[config.mk]
export PLATFORM = sky130hd
export DESIGN_NAME = FrontEnd
export DESIGN_NICKNAME = d
export VERILOG_FILES = /design/src/verilog/bpPkg.sv /design/src/verilog/BranchTargetBuffer.sv /design/src/verilog/TagePredictor.sv /design/src/verilog/BranchPredictor.sv /design/src/verilog/FetchStage.sv /design/src/verilog/FrontEnd.sv
export SDC_FILE = /design/constraint.sdc
export NUM_CORES = 2
export LEC_CHECK = 0
export ABC_AREA = 1
export BUFFER_PORTS_ARGS = -buffer_cell sky130_fd_sc_hd__buf_2
export CORE_MARGIN = 10
export CORE_UTILIZATION = 56
export CTS_BUF_LIST = sky130_fd_sc_hd__clkbuf_16
export DETAILED_ROUTE_END_ITERATION = 8
export PLACE_DENSITY = 0.74
export SYNTH_ARGS = -nofsm -noshare
export SYNTH_HDL_FRONTEND = slang
export SYNTH_SLANG_ARGS = --single-unit
[constraint.sdc]
create_clock -name clk -period 6.8 [get_ports clk]
set_clock_uncertainty 0.05 [all_clocks]
set_input_delay 1.36 -clock clk [delete_from_list [all_inputs] [get_ports clk]]
set_output_delay 1.36 -clock clk [all_outputs]
set_load 0.005 [all_outputs]
[src/verilog/bpPkg.sv]
package bpPkg;

    parameter int HIST_BITS = 8;

    typedef logic [31:0] addr_t; // Byte address, bit 0 always zero
    typedef logic [HIST_BITS-1:0] hist_t; // Newest outcome in LSB
    typedef logic [1:0] ctr_t; // MSB set means taken
    typedef logic tagId_t; // 0 base table, 1 tagged table

    parameter ctr_t CTR_WEAK_NT = 2'b01;
    parameter ctr_t CTR_WEAK_T = 2'b10;

    parameter tagId_t TAGE_ID_BASE = 1'b0;
    parameter tagId_t TAGE_ID_TAGGED = 1'b1;

    // Saturating step toward the outcome
    function automatic ctr_t ctrNext(ctr_t ctr, logic taken);
        ctr_t res;
        res = ctr;
        if (taken && ctr != 2'b11) begin
            res = ctr + 2'd1;
        end else if (!taken && ctr != 2'b00) begin
            res = ctr - 2'd1;
        end
        return res;
    endfunction

endpackage

[src/verilog/BranchTargetBuffer.sv]
`timescale 1ns/1ps

module BranchTargetBuffer #(
    parameter int NUM_ENTRIES = 32
) (
    input  logic          clk,
    input  logic          rst,
    input  logic          clear,

    input  logic          lookupValid,
    input  bpPkg::addr_t  lookupPc,

    input  logic          updValid,
    input  bpPkg::addr_t  updPc,
    input  bpPkg::addr_t  updDst,
    input  logic          updIsJump,

    output logic          hit,
    output bpPkg::addr_t  dst,
    output logic          hitIsJump
);

    localparam int IDX_BITS = $clog2(NUM_ENTRIES);
    localparam int TAG_BITS = 30 - IDX_BITS;

    typedef logic [IDX_BITS-1:0] btbIdx_t;
    typedef logic [TAG_BITS-1:0] btbTag_t;

    logic         entryValid [NUM_ENTRIES];
    btbTag_t      entryTag [NUM_ENTRIES];
    bpPkg::addr_t entryDst [NUM_ENTRIES];
    logic         entryJump [NUM_ENTRIES];

    btbIdx_t lookupIdx;
    btbTag_t lookupTag;
    btbIdx_t updIdx;
    btbTag_t updTag;

    assign lookupIdx = lookupPc[IDX_BITS+1:2];
    assign lookupTag = lookupPc[31:IDX_BITS+2];
    assign updIdx = updPc[IDX_BITS+1:2];
    assign updTag = updPc[31:IDX_BITS+2];

    assign hit = lookupValid && entryValid[lookupIdx] && (entryTag[lookupIdx] == lookupTag);
    assign dst = entryDst[lookupIdx];
    assign hitIsJump = entryJump[lookupIdx];

    always_ff @(posedge clk) begin
        if (rst || clear) begin
            for (int i = 0; i < NUM_ENTRIES; i++) begin
                entryValid[i] <= 1'b0;
            end
        end else if (updValid) begin
            entryValid[updIdx] <= 1'b1;
        end
    end

    // Payload written regardless of clear, valid bit decides
    always_ff @(posedge clk) begin
        if (updValid) begin
            entryTag[updIdx] <= updTag;
            entryDst[updIdx] <= updDst;
            entryJump[updIdx] <= updIsJump;
        end
    end

endmodule

[src/verilog/TagePredictor.sv]
`timescale 1ns/1ps

module TagePredictor #(
    parameter int NUM_ENTRIES = 32
) (
    input  logic            clk,
    input  logic            rst,

    input  bpPkg::addr_t    predPc,
    input  bpPkg::hist_t    predHistory,
    output logic            predTaken,
    output bpPkg::tagId_t   predTageId,

    input  logic            writeValid,
    input  bpPkg::addr_t    writePc,
    input  bpPkg::hist_t    writeHistory,
    input  logic            writeTaken,
    input  logic            writePredTaken,
    input  bpPkg::tagId_t   writeTageId
);

    localparam int IDX_BITS = $clog2(NUM_ENTRIES);
    localparam int TAG_BITS = 8;

    typedef logic [IDX_BITS-1:0] tIdx_t;
    typedef logic [TAG_BITS-1:0] tTag_t;

    bpPkg::ctr_t baseCtr [NUM_ENTRIES];
    logic        tValid [NUM_ENTRIES];
    logic        tUseful [NUM_ENTRIES];
    tTag_t       tTag [NUM_ENTRIES];
    bpPkg::ctr_t tCtr [NUM_ENTRIES];

    // Folds the history down to index width
    function automatic tIdx_t foldHist(bpPkg::hist_t hist);
        tIdx_t folded;
        folded = '0;
        for (int i = 0; i < bpPkg::HIST_BITS; i++) begin
            folded[i % IDX_BITS] = folded[i % IDX_BITS] ^ hist[i];
        end
        return folded;
    endfunction

    tIdx_t pBaseIdx;
    tIdx_t pTagIdx;
    tTag_t pTag;
    logic  pTagHit;
    tIdx_t wBaseIdx;
    tIdx_t wTagIdx;
    tTag_t wTag;
    logic  wTagHit;

    assign pBaseIdx = predPc[IDX_BITS+1:2];
    assign pTagIdx = predPc[IDX_BITS+1:2] ^ foldHist(predHistory);
    assign pTag = predPc[IDX_BITS+2 +: TAG_BITS];
    assign pTagHit = tValid[pTagIdx] && (tTag[pTagIdx] == pTag);

    assign wBaseIdx = writePc[IDX_BITS+1:2];
    assign wTagIdx = writePc[IDX_BITS+1:2] ^ foldHist(writeHistory);
    assign wTag = writePc[IDX_BITS+2 +: TAG_BITS];
    assign wTagHit = tValid[wTagIdx] && (tTag[wTagIdx] == wTag);

    assign predTageId = pTagHit ? bpPkg::TAGE_ID_TAGGED : bpPkg::TAGE_ID_BASE;
    assign predTaken = pTagHit ? tCtr[pTagIdx][1] : baseCtr[pBaseIdx][1];

    always_ff @(posedge clk) begin
        if (rst) begin
            for (int i = 0; i < NUM_ENTRIES; i++) begin
                baseCtr[i] <= bpPkg::CTR_WEAK_NT;
                tCtr[i] <= bpPkg::CTR_WEAK_NT;
                tValid[i] <= 1'b0;
                tUseful[i] <= 1'b0;
            end
        end else if (writeValid) begin
            if (writeTageId == bpPkg::TAGE_ID_TAGGED) begin
                if (wTagHit) begin // Entry may have been replaced since
                    tCtr[wTagIdx] <= bpPkg::ctrNext(tCtr[wTagIdx], writeTaken);
                    tUseful[wTagIdx] <= (tCtr[wTagIdx][1] == writeTaken);
                end
            end else begin
                baseCtr[wBaseIdx] <= bpPkg::ctrNext(baseCtr[wBaseIdx], writeTaken);
                if (writeTaken != writePredTaken) begin
                    if (!tUseful[wTagIdx]) begin
                        tValid[wTagIdx] <= 1'b1;
                        tTag[wTagIdx] <= wTag;
                        tCtr[wTagIdx] <= writeTaken ? bpPkg::CTR_WEAK_T
                                                    : bpPkg::CTR_WEAK_NT;
                    end else begin
                        tUseful[wTagIdx] <= 1'b0; // Age out, retry next time
                    end
                end
            end
        end
    end

endmodule

[src/verilog/BranchPredictor.sv]
`timescale 1ns/1ps

module BranchPredictor #(
    parameter int NUM_IN = 2,
    parameter int NUM_ENTRIES = 32
) (
    input  logic            clk,
    input  logic            rst,
    input  logic            clearICache,
    input  logic            mispredFlush,
    input  logic            redirectValid,
    input  bpPkg::hist_t    redirectHistory,

    input  logic            fetchValid,
    input  bpPkg::addr_t    fetchPc,

    input  logic            btValid [NUM_IN],
    input  bpPkg::addr_t    btPc [NUM_IN],
    input  bpPkg::addr_t    btDst [NUM_IN],
    input  logic            btIsJump [NUM_IN],

    input  logic            bpValid,
    input  bpPkg::addr_t    bpPc,
    input  logic            bpTaken,
    input  bpPkg::hist_t    bpHistory,
    input  bpPkg::tagId_t   bpTageId,
    input  logic            bpPredTaken,
    input  logic            bpIsJump,

    output logic            branchFound,
    output logic            branchTaken,
    output logic            isJump,
    output bpPkg::addr_t    branchDst,
    output bpPkg::hist_t    branchHistory,
    output bpPkg::tagId_t   predTageId
);

    bpPkg::hist_t gHistory;
    logic         tageTaken;
    logic         tageWrite;

    logic         updValid;
    bpPkg::addr_t updPc;
    bpPkg::addr_t updDst;
    logic         updIsJump;

    // Highest valid port wins
    always_comb begin
        updValid = 1'b0;
        updPc = '0;
        updDst = '0;
        updIsJump = 1'b0;
        for (int i = 0; i < NUM_IN; i++) begin
            if (btValid[i]) begin
                updValid = 1'b1;
                updPc = btPc[i];
                updDst = btDst[i];
                updIsJump = btIsJump[i];
            end
        end
    end

    assign tageWrite = bpValid && !bpIsJump && !mispredFlush;
    assign branchTaken = branchFound && (isJump || tageTaken);
    assign branchHistory = gHistory;

    BranchTargetBuffer #(.NUM_ENTRIES(NUM_ENTRIES)) btb_i (
        .clk(clk), .rst(rst), .clear(clearICache),
        .lookupValid(fetchValid), .lookupPc(fetchPc),
        .updValid(updValid), .updPc(updPc), .updDst(updDst), .updIsJump(updIsJump),
        .hit(branchFound), .dst(branchDst), .hitIsJump(isJump)
    );

    TagePredictor #(.NUM_ENTRIES(NUM_ENTRIES)) tage_i (
        .clk(clk), .rst(rst),
        .predPc(fetchPc), .predHistory(gHistory),
        .predTaken(tageTaken), .predTageId(predTageId),
        .writeValid(tageWrite), .writePc(bpPc), .writeHistory(bpHistory),
        .writeTaken(bpTaken), .writePredTaken(bpPredTaken), .writeTageId(bpTageId)
    );

    // Speculative history, redirect restores it
    always_ff @(posedge clk) begin
        if (rst) begin
            gHistory <= '0;
        end else if (redirectValid) begin
            gHistory <= redirectHistory;
        end else if (branchFound && !isJump) begin
            gHistory <= {gHistory[bpPkg::HIST_BITS-2:0], branchTaken};
        end
    end

endmodule

[src/verilog/FetchStage.sv]
`timescale 1ns/1ps

module FetchStage #(
    parameter bpPkg::addr_t RESET_PC = 32'h8000_0000
) (
    input  logic          clk,
    input  logic          rst,
    input  logic          redirectValid,
    input  bpPkg::addr_t  redirectPc,
    input  logic          branchTaken,
    input  bpPkg::addr_t  branchDst,
    output logic          fetchValid,
    output bpPkg::addr_t  fetchPc
);

    bpPkg::addr_t nextPc;

    always_comb begin
        if (redirectValid) begin
            nextPc = redirectPc;
        end else if (branchTaken) begin
            nextPc = branchDst;
        end else if (fetchValid) begin
            nextPc = fetchPc + 32'd4;
        end else begin
            nextPc = fetchPc; // First valid cycle presents RESET_PC
        end
    end

    always_ff @(posedge clk) begin
        if (rst) begin
            fetchValid <= 1'b0;
            fetchPc <= RESET_PC;
        end else begin
            fetchValid <= 1'b1;
            fetchPc <= nextPc;
        end
    end

endmodule

[src/verilog/FrontEnd.sv]
`timescale 1ns/1ps

module FrontEnd #(
    parameter int NUM_IN = 2,
    parameter int NUM_ENTRIES = 32,
    parameter bpPkg::addr_t RESET_PC = 32'h8000_0000
) (
    input  logic            clk,
    input  logic            rst,

    input  logic            redirectValid,
    input  bpPkg::addr_t    redirectPc,
    input  bpPkg::hist_t    redirectHistory,
    input  logic            mispredFlush,
    input  logic            clearICache,

    input  logic            btValid [NUM_IN],
    input  bpPkg::addr_t    btPc [NUM_IN],
    input  bpPkg::addr_t    btDst [NUM_IN],
    input  logic            btIsJump [NUM_IN],

    input  logic            bpValid,
    input  bpPkg::addr_t    bpPc,
    input  logic            bpTaken,
    input  bpPkg::hist_t    bpHistory,
    input  bpPkg::tagId_t   bpTageId,
    input  logic            bpPredTaken,
    input  logic            bpIsJump,

    output logic            fetchValid,
    output bpPkg::addr_t    fetchPc,
    output logic            branchFound,
    output logic            branchTaken,
    output logic            isJump,
    output bpPkg::addr_t    branchDst,
    output bpPkg::hist_t    branchHistory,
    output bpPkg::tagId_t   predTageId
);

    FetchStage #(.RESET_PC(RESET_PC)) fetch_i (
        .clk(clk), .rst(rst),
        .redirectValid(redirectValid), .redirectPc(redirectPc),
        .branchTaken(branchTaken), .branchDst(branchDst),
        .fetchValid(fetchValid), .fetchPc(fetchPc)
    );

    BranchPredictor #(.NUM_IN(NUM_IN), .NUM_ENTRIES(NUM_ENTRIES)) bp_i (
        .clk(clk), .rst(rst), .clearICache(clearICache), .mispredFlush(mispredFlush),
        .redirectValid(redirectValid), .redirectHistory(redirectHistory),
        .fetchValid(fetchValid), .fetchPc(fetchPc),
        .btValid(btValid), .btPc(btPc), .btDst(btDst), .btIsJump(btIsJump),
        .bpValid(bpValid), .bpPc(bpPc), .bpTaken(bpTaken), .bpHistory(bpHistory),
        .bpTageId(bpTageId), .bpPredTaken(bpPredTaken), .bpIsJump(bpIsJump),
        .branchFound(branchFound), .branchTaken(branchTaken), .isJump(isJump),
        .branchDst(branchDst), .branchHistory(branchHistory), .predTageId(predTageId)
    );

endmodule

==> results.sh <==
export IMPL_critPathArrivalTime_ns=4.86
export IMPL_fmax_mhz=160
export IMPL_synth_ff_type="edfxtp_1"
export IMPL_final_area_sq_mm=0.112
export IMPL_via_per_inst=6.63
export IMPL_synthArstFlopShare_pct=0
export IMPL_place_congestion=0.940
export IMPL_postRouteWirelength_um=314000
export IMPL_max_slew_margin_rel_pct=5.68
export IMPL_status="finished clean"
export IMPL_synth_xor_area_share_pct=0.352
export IMPL_cp_top_family="simple AND/OR/NAND/NOR gates"
export IMPL_port_buffers=275
export IMPL_post_dp_hpwl_um=174000
export IMPL_ctsHoldBuffers=0
export IMPL_synthAdderAreaFrac_pct=0.0623
export IMPL_hold_ws_ns=0.417
export IMPL_cap_viol_max_count=0
export IMPL_num_io_pins=299
export IMPL_post_route_min_period_ns=6.27
export IMPL_grt_pass1_vias=71400
export IMPL_synthCells=8519
export IMPL_fin_ws_ns=0.533
export IMPL_syn_num_nets=8746
export IMPL_cp_max_fo=66
export IMPL_drt_iter0_markers=11300
export IMPL_synth_seq_area_share_pct=70.2
export IMPL_final_core_util_pct=62.6
export IMPL_synthMuxAreaShare_pct=0
export IMPL_synthToLayoutAreaGrowth_pct=11.3
export IMPL_worst_slew_pin_slew_ns=1.41
export IMPL_die_w_um=443
export IMPL_cts_setup_buffers=0
export IMPL_powerDensity_mw_per_mm2=296
export IMPL_cp_end_kind="output pin"
export IMPL_grt_total_usage_pct=30.7
export IMPL_drc=0
export IMPL_htree_levels=4
export IMPL_path_class="reg -> out"
export IMPL_cts_buffers_inserted=227
export IMPL_synth_avg_cell_area_sq_um=11.8
export IMPL_p_leak_nw=36.4
export IMPL_synth_edff_count=2272
export IMPL_syn_cell_area_sq_mm=0.100
export IMPL_die_area_sq_mm=0.197
export IMPL_ant_nets=0
export IMPL_drv_slew=0
export IMPL_clock_latency_ns=0.88
export IMPL_cts_root_buf="clkbuf_16"
export IMPL_finalSetupViolCount=0
export IMPL_synth_top_family_by_area="compound AO/OA/AOI/OAI gates"
export IMPL_period_share_pct=92.2
export IMPL_grt_pass1_wl_um=455000
export IMPL_cp_buffers_inverters=3
export IMPL_wl_per_cell_um=28.2
export IMPL_ys_warn_count=0
export IMPL_synth_compound_area_share_pct=13.0
export IMPL_rows=155
export IMPL_worstPathRequired_ns=5.39
export IMPL_crit_path_frequent_cell="nand2_1"
export IMPL_crit_chain="nand3_4 > nand2_4 > buf_12 > nor2_1 > o32ai_1 > o21ai_0 > o21ai_0 > nand2_1 > nand2_1 > nand3_1 > nand3_4 > nand2_1 > inv_1 > buf_2"
export IMPL_grt_overflow=0
export IMPL_pre_cts_slack_ns=0.843
export IMPL_critical_path_slowest_cell="dfxtp_1"
export IMPL_hold_viol_final=0
export IMPL_drive_above_1_share_pct=10.2
export IMPL_critPathMaxStageDelay_ns=0.66
export IMPL_coreArea_sq_mm=0.178
export IMPL_rsz0062_at_grt="false"
export IMPL_dieHeight_um=443
export IMPL_ys_types=52
export IMPL_worstSetupStartpointType="flip-flop"
export IMPL_first_pass_iters=8
export IMPL_layout_nets=8815
export IMPL_cts_resized=0
export IMPL_dpl_cell_area_sq_mm=0.105
export IMPL_clk_pin_slew_ns=0.06
export IMPL_cts_buffer_depth=3
export IMPL_routed_via_count=73800
export IMPL_start_util_pct=56.3
export IMPL_ir_drop_mv=0.242
export IMPL_cts_tree="done"
export IMPL_synthSimpleGateAreaFrac_pct=12.5
export IMPL_grt_max_degree=187
export IMPL_hold_class="reg -> reg"
export IMPL_synth_seq_cells=2382
export IMPL_antenna_found_initial=6
export IMPL_setup_tns_final_ns=0
export IMPL_cts_sinks=2382
## cells by family after synthesis
family          count (synthesis)
compound gates               2145
simple gates                 3011
xor+xnor                       36
buf+inv                       940
fa+ha+maj                       5
flops                        2382
## tightest hold or removal path: cells and delay by family, from the launching register on
kind,cells,cell delay (ns)
flops,1,0.32
simple gates,2,0.12
## registers in the layout, indices dropped and copies added, names as in the netlist, named ones only
signal	cells
bp_i.btb_i.entryDst	1024
bp_i.btb_i.entryTag	800
bp_i.tage_i.tTag	256
bp_i.tage_i.baseCtr	64
bp_i.tage_i.tCtr	64
bp_i.btb_i.entryJump	32
bp_i.btb_i.entryValid	32
bp_i.tage_i.tUseful	32
bp_i.tage_i.tValid	32
fetch_i.fetchPc	32
bp_i.branchHistory	8
fetch_i.fetchValid	1
## placed cells by master (no fill, tap or decap), drive strengths merged, types with 2 or more instances in the layout
cell type,instances
edfxtp,2272
nor3,36
a22o,58
o211ai,24
nand3,758
xor2,23
inv,379
o22a,2
ha,5
clkbuf,228
nand2,760
or2,28
nand4,28
dfxtp,110
diode,2
a21oi,104
nor2,1386
a32oi,5
o31ai,8
nand3b,6
a41oi,2
o22ai,270
a22oi,69
o32ai,2
o221ai,379
buf,473
or4,2
xnor2,13
o21ai,1206
nor4,6
clkinv,100
clkinvlp,3
o2111ai,3
a31oi,10
bufinv,18
## synthesized netlist by cell type, types with 23 or more instances
master	instances	area (sq um)
edfxtp_1	2272	68200
nor2_1	1382	5190
o21ai_0	1149	5750
nand3_1	757	3790
nand2_1	753	2830
o221ai_1	379	3320
clkbuf_1	377	1420
inv_1	286	1070
o22ai_1	270	1690
buf_2	181	906
dfxtp_1	110	2200
a21oi_1	104	521
a22oi_1	69	518
a22o_1	58	508
o21ai_1	57	285
buf_1	37	139
nor3_1	32	160
buf_4	30	225
nand4_1	28	175
o211ai_1	24	180
or2_2	23	144
## final cells by class
type / count / area [sq um]
multi-input cells: 5197 / 26400
diodes: 2 / 5.00
clock buffers: 228 / 5710
clock inverters: 193 / 1440
flip-flops and latches: 2382 / 70400
well taps: 2355 / 2950
fillers: 13100 / 66700
inverters: 307 / 1190
repair buffers: 473 / 3630
## power breakdown
part | switching, mW | total [mW] | internal [mW]
registers | 0.154 | 16.7 | 16.5
clock network | 5.50 | 12.2 | 6.75
logic | 3.11 | 4.19 | 1.08
total | 8.76 | 33.1 | 24.4
## worst paths after layout
| check | cells after the start | slack (ns) | from | end |
|---|---|---|---|---|
| worst max-delay path | 14 | 0.53 | fetch_i.fetchPc[2]$_SDFFE_PP0N_ | branchTaken |
| worst max register to register | 17 | 1.42 | fetch_i.fetchPc[2]$_SDFFE_PP0N_ | fetch_i.fetchPc[26]$_SDFFE_PP0N_ |
| worst min-delay path | 2 | 0.42 | bp_i.btb_i.entryValid[25]$_DFF_P_ | bp_i.btb_i.entryValid[25]$_DFF_P_ |
| worst min register to register | 2 | 0.42 | bp_i.btb_i.entryValid[25]$_DFF_P_ | bp_i.btb_i.entryValid[25]$_DFF_P_ |
## stage by stage
| stage | total power [mW] | cells |
|---|---|---|
| after floorplan | 19.4 | 8519 |
| after global placement | 20.9 | 10700 |
| after detailed placement | 21.0 | 10700 |
| after CTS | 33.0 | 11100 |
| after global routing | 34.0 | 11100 |
| final | 33.1 | 11100 |
## routing by layer
metal | GRT usage, % | wire [um] | vias up
met3 | 5.75 | 37800 | 1040
li1 | - | - | 31600
met1 | 38.8 | 107000 | 35700
met4 | 20.1 | 23900 | 4
met2 | 48.5 | 145000 | 5417
met5 | 0 | 27 | -
(Power assumes the default switching activity.)
